`config.mk`:
```
export PLATFORM = sky130hd
export DESIGN_NAME = sample_framer
export DESIGN_NICKNAME = d
export VERILOG_FILES = /design/src/logic/fxp_pkg.sv /design/src/logic/fft_pkg.sv /design/src/logic/sample_framer.sv
export SDC_FILE = /design/constraint.sdc
export NUM_CORES = 1
export LEC_CHECK = 0
export BUFFER_PORTS_ARGS = -buffer_cell sky130_fd_sc_hd__buf_4
export CAP_MARGIN = 20
export CORE_AREA = 10 10 200 202
export CTS_BUF_LIST = sky130_fd_sc_hd__clkbuf_2
export DETAILED_ROUTE_END_ITERATION = 8
export DIE_AREA = 0 0 210 212
export GPL_ROUTABILITY_DRIVEN = 0
export PLACE_DENSITY = 0.54
export REMOVE_ABC_BUFFERS = 1
export SLEW_MARGIN = 20
export SYNTH_ARGS = -nofsm -noshare
export SYNTH_HDL_FRONTEND = slang
export SYNTH_SLANG_ARGS = --single-unit
```
`constraint.sdc`:
```
create_clock -name clk -period 3.55 [get_ports clk]
set_input_delay 0.71 -clock clk [delete_from_list [all_inputs] [get_ports clk]]
set_output_delay 0.71 -clock clk [all_outputs]
set_load 0.005 [all_outputs]
```
`src/logic/fxp_pkg.sv`:
```
`default_nettype none

package fxp_pkg;

  localparam int DATA_W   = 32;  // One real or imaginary part.
  localparam int FRAC_W   = 16;  // Q16.16.
  localparam int SAMPLE_W = 16;  // Signed integer samples.
  localparam int POWER_W  = 48;

  typedef logic signed [DATA_W-1:0] fxp_t;
  typedef logic signed [SAMPLE_W-1:0] sample_t;

  typedef struct packed {
    fxp_t re;
    fxp_t im;
  } cplx_t;

endpackage

`default_nettype wire
```
`src/logic/fft_pkg.sv`:
```
`default_nettype none

package fft_pkg;

  import fxp_pkg::*;

  localparam int N_SAMPLES = 8;
  localparam int N_STAGES  = $clog2(N_SAMPLES);
  localparam int STAGE_W   = 2;
  localparam int BIN_W     = $clog2(N_SAMPLES);

  // Element k is sample k, or bin k after the transform.
  typedef cplx_t [N_SAMPLES-1:0] frame_t;

  typedef struct packed {
    logic [BIN_W-1:0]   index;
    logic [POWER_W-1:0] power;
    logic               last;  // Set on the final bin of a frame.
  } bin_t;

endpackage

`default_nettype wire

```
`src/logic/sample_framer.sv`:
```
`default_nettype none

module sample_framer
  import fxp_pkg::*;
  import fft_pkg::*;
(
  input  wire logic    clk,
  input  wire logic    reset,
  input  wire sample_t sample,
  input  wire logic    sample_strobe,
  input  wire logic    frame_rdy,
  output frame_t       frame,
  output logic         frame_val,
  output logic         overflow
);

  logic [BIN_W-1:0] wr_cnt;  // Wraps after the last sample.

  always_ff @(posedge clk) begin
    if (sample_strobe) begin
      frame[wr_cnt] <= '{re: fxp_t'(sample) <<< FRAC_W, im: '0};
    end
  end

  always_ff @(posedge clk) begin
    if (reset) begin
      wr_cnt    <= '0;
      frame_val <= 1'b0;
      overflow  <= 1'b0;
    end else begin
      frame_val <= sample_strobe && (wr_cnt == BIN_W'(N_SAMPLES - 1));
      if (sample_strobe) wr_cnt <= wr_cnt + 1'b1;
      // Core busy, frame lost.
      if (frame_val && !frame_rdy) overflow <= 1'b1;
    end
  end

  a_val_pulse: assert property (@(posedge clk) disable iff (reset) frame_val |=> !frame_val)
    else $error("frame_val held for two cycles");

endmodule

`default_nettype wire

```
Word level (Yosys, flattened, before mapping)
Cells that the tools add are included.
{ "totals": {"register_bits": 517, "input_bits": 20, "wordCells": 30} }
{ "op_classes": {"n_addsub": 1, "order_cmp": 2, "n_eq_ne": 1, "mux": 3, "n_reduce_logical": 4} }
{ "op_table": {"columns": ["operator", "n"], "rows": [
  ["512-bit bitwise mux", 1],
  ["64-bit demux with 3-bit select", 1],
  ["64-bit two-way mux", 1],
  ["3-bit by 4-bit < comparator with 1-bit output, second input constant", 1],
  ["3-bit by 1-bit adder with 3-bit output, second input constant", 1],
  ["3-bit == test, second input constant", 1],
  ["3-bit by 1-bit greater-or-equal comparator with 1-bit output, second input constant", 1],
  ["1-bit logical AND", 3],
  ["1-bit zero test", 1]
]} }

Logic depth before layout (Yosys ltp)
{ "depth": {"depth_word": 5, "ltp_mapped": 4} }

Worst setup path before layout
Ideal clock, no wire load.
{ "synth_path": {"kind": "in2reg", "from": "in sample_strobe", "to": "reg frame[48] (netlist name) (enable)", "setup_ns": 0.409, "arrival_ns": 2.028, "t_required_ns": 3.141, "slack_ns": 1.113, "cell_stages": 3, "n_path_buf": 1, "cell_sequence": "buf_6 > nand2b_4 > nor3_1"} }
{ "synth_lines": {"columns": ["item", "line_no", "text"], "rows": [
  ["start, declared", "sample_framer.sv:10", "input wire logic sample_strobe,"],
  ["end signal, assigned by index", "sample_framer.sv:21", "frame[wr_cnt] <= '{re: fxp_t'(sample) <<< FRAC_W, im: '0};"],
  ["end, declared", "sample_framer.sv:12", "output frame_t frame,"]
]} }

Worst setup path in the final report
{ "layout_path": {"from": "reg frame[306] (netlist name)", "to": "out frame[306] (netlist name)"} }
No word-level cell between the ends.

==> flow_metrics.env <==
export IMPL_status="finished, final reports clean"
export IMPL_nets=737
export IMPL_endpoint_kind="output pin"
export IMPL_powerDensity_nw_per_um2=414
export IMPL_cts_max_level=4
export IMPL_post_cts_resized=0
export IMPL_register_area_um2=3940
export IMPL_syn_area_um2=7000
export IMPL_rr_endpoint="frame[379]"
export IMPL_area_delta_synth_final_pct=8.99
export IMPL_place_inst=1164
export IMPL_num_io_pins=534
export IMPL_antenna_found_initial=0
export IMPL_cp_slowest_cell="edfxtp_1"
export IMPL_worst_pin_slew_ns=1.01
export IMPL_cts_tree="built"
export IMPL_final_cells=1197
export IMPL_drive_gt1_share_pct=26.8
export IMPL_multiInputGateArea_um2=1630
export IMPL_relSlewSlack_pct=32.8
export IMPL_drtIter0Drc=107
export IMPL_drv_cap=0
export IMPL_crit_start="frame[306]"
export IMPL_fin_crit_sh_pct=57.4
export IMPL_cts_sinks=133
export IMPL_clkLatencyLatePin_ns=0.65
export IMPL_worst_path_buf_inv=1
export IMPL_rows=70
export IMPL_drc=0
export IMPL_period_minus_slack_ns=2.04
export IMPL_root_buffer="clkbuf_2"
export IMPL_grt_usage_pct=7.42
export IMPL_clockBufferDepth=2
export IMPL_port_buffers=149
export IMPL_grt_max_degree=17
export IMPL_finalSetupTns_ns=0
export IMPL_ys_ff_latch=133
export IMPL_dr_pass1_iters=4
export IMPL_fillers=3900
export IMPL_leakagePower_nw=3.45
export IMPL_worstPathCellList="buf_4"
export IMPL_die_h_um=212
export IMPL_layout_setup_ws_ns=1.51
export IMPL_finalWirelength_um=18600
export IMPL_final_cell_area_um2=7630
export IMPL_cp_top_family="flip-flops"
export IMPL_ff2ff_path_depth=2
export IMPL_holdWs_ns=0.254
export IMPL_grt_overflow=0
export IMPL_slew_violations=0
export IMPL_place_hpwl_um=15300
export IMPL_die_w_um=210
export IMPL_r2r_slack_ns=1.67
export IMPL_final_util_pct=21.2
export IMPL_num_vias=3182
export IMPL_total_power_mw=3.16
export IMPL_report_final_hold_viol_count=0
export IMPL_postCtsSetupRepairBufs=0
export IMPL_die_area_um2=44500
export IMPL_worst_path_stages=1
export IMPL_grt_setup_unrepaired="false"
export IMPL_clk_pin_slew_ns=0.25
export IMPL_ys_seq_area_share_pct=56.3
export IMPL_crit_path_start_kind="register"
export IMPL_grt_pass1_wl_um=25000
export IMPL_antenna_left=0
export IMPL_cp_slowest_stage_delay_ns=0.49
export IMPL_grt_pass1_vias=3777
export IMPL_min_delay_path_class="input pin to register"
export IMPL_rr_startpoint="wr_cnt[0]"
export IMPL_ctsHoldBuffers=0
export IMPL_path_class="register to output pin"
export IMPL_clock_fmax_mhz=491
export IMPL_endpoint="frame[306]"
export IMPL_required_ns=2.84
export IMPL_ir_drop_uv=208
export IMPL_cts_buffers=17
export IMPL_synthCells=545
export IMPL_start_util_pct=19.4
export IMPL_dpl_cell_area_um2=7310
export IMPL_post_place_ws_ns=1.28
export IMPL_core_um2=36100
export IMPL_fin_skew_ns=0.0338
export IMPL_syn_area_per_cell_um2=12.8
export IMPL_critical_path_max_fanout=1
export IMPL_yosys_warnings=0
export IMPL_synth_cell_types=16
export IMPL_via_per_inst=2.66
export IMPL_worstPathArrival_ns=1.33
export IMPL_setup_viol=0
export IMPL_routedWlPerCell_um=15.5
==> per-layer routing <==
layer	wire, um	up-vias	global-route usage (%)
met2	9960	302	13.8
met5	0	-	0
met4	184	0	1.91
li1	-	1359	-
met3	1970	14	3.35
met1	6500	1507	7.34
==> where the power goes <==
group          leakage, nW  internal (mW)  switching [mW]
registers             1.20           1.76          0.0161
clock network        0.180          0.547           0.582
logic                 2.06         0.0565           0.197
total                 3.45           2.36           0.795
==> final cells by class <==
cell class,instances,area share [%]
well taps,468,7.67
inverters,1,0.0492
clock inverters,14,2.93
repair buffers,153,15.0
flip-flops and latches,133,51.7
diodes,1,0.0328
clock buffers,18,1.18
multi-input cells,409,21.4
==> logic make-up (layout without fill, tap and decap cells) <==
group / count (synthesis) / count (layout) / synth area share, %
other cells: 1 / 385 / 0.0535
xor+xnor: 1 / 1 / 0.125
fa+ha+maj: 2 / 2 / 0.357
simple gates: 19 / 19 / 1.41
buf+inv: 386 / 186 / 41.4
mux: 2 / 2 / 0.286
flops: 133 / 133 / 56.3
compound gates: 1 / 1 / 0.0714
==> sequential cells by signal (all words and copies together) (netlist names) <==
name,count
frame,128
frame_val,1
overflow,1
wr_cnt,3
==> synthesized netlist by cell type (all sizes together) <==
| cell | n | area share [%] |
|---|---|---|
| a21oi | 1 | 0.071 |
| buf | 385 | 41 |
| conb | 1 | 0.054 |
| dfxtp | 5 | 1.4 |
| edfxtp | 128 | 55 |
| ha | 2 | 0.36 |
| inv | 1 | 0.054 |
| mux2i | 2 | 0.29 |
| nand2 | 3 | 0.27 |
| nand2b | 4 | 0.46 |
| nor2 | 10 | 0.54 |
| nor3 | 2 | 0.14 |
| xnor2 | 1 | 0.13 |
==> cell usage in the layout (no fill, tap or decap), drive strengths merged <==
| cell type | n |
|---|---|
| conb | 384 |
| buf | 153 |
| edfxtp | 128 |
| clkbuf | 18 |
| nor2 | 10 |
| bufinv | 5 |
| dfxtp | 5 |
| inv | 5 |
| nand2b | 4 |
| clkinv | 4 |
| nand2 | 3 |
| nor3 | 2 |
| mux2i | 2 |
| ha | 2 |
| diode | 1 |
| xnor2 | 1 |
| a21oi | 1 |
| clkinvlp | 1 |
==> worst min path at each step <==
stage	startpoint	endpoint	cells after the start
after CTS	reset	overflow	2
after global placement	overflow	overflow	2
after global routing	reset	overflow	2
after floorplan	overflow	overflow	2
final	reset	overflow	2
after detailed placement	overflow	overflow	2
No activity file was read; power rests on OpenSTA's default activity.
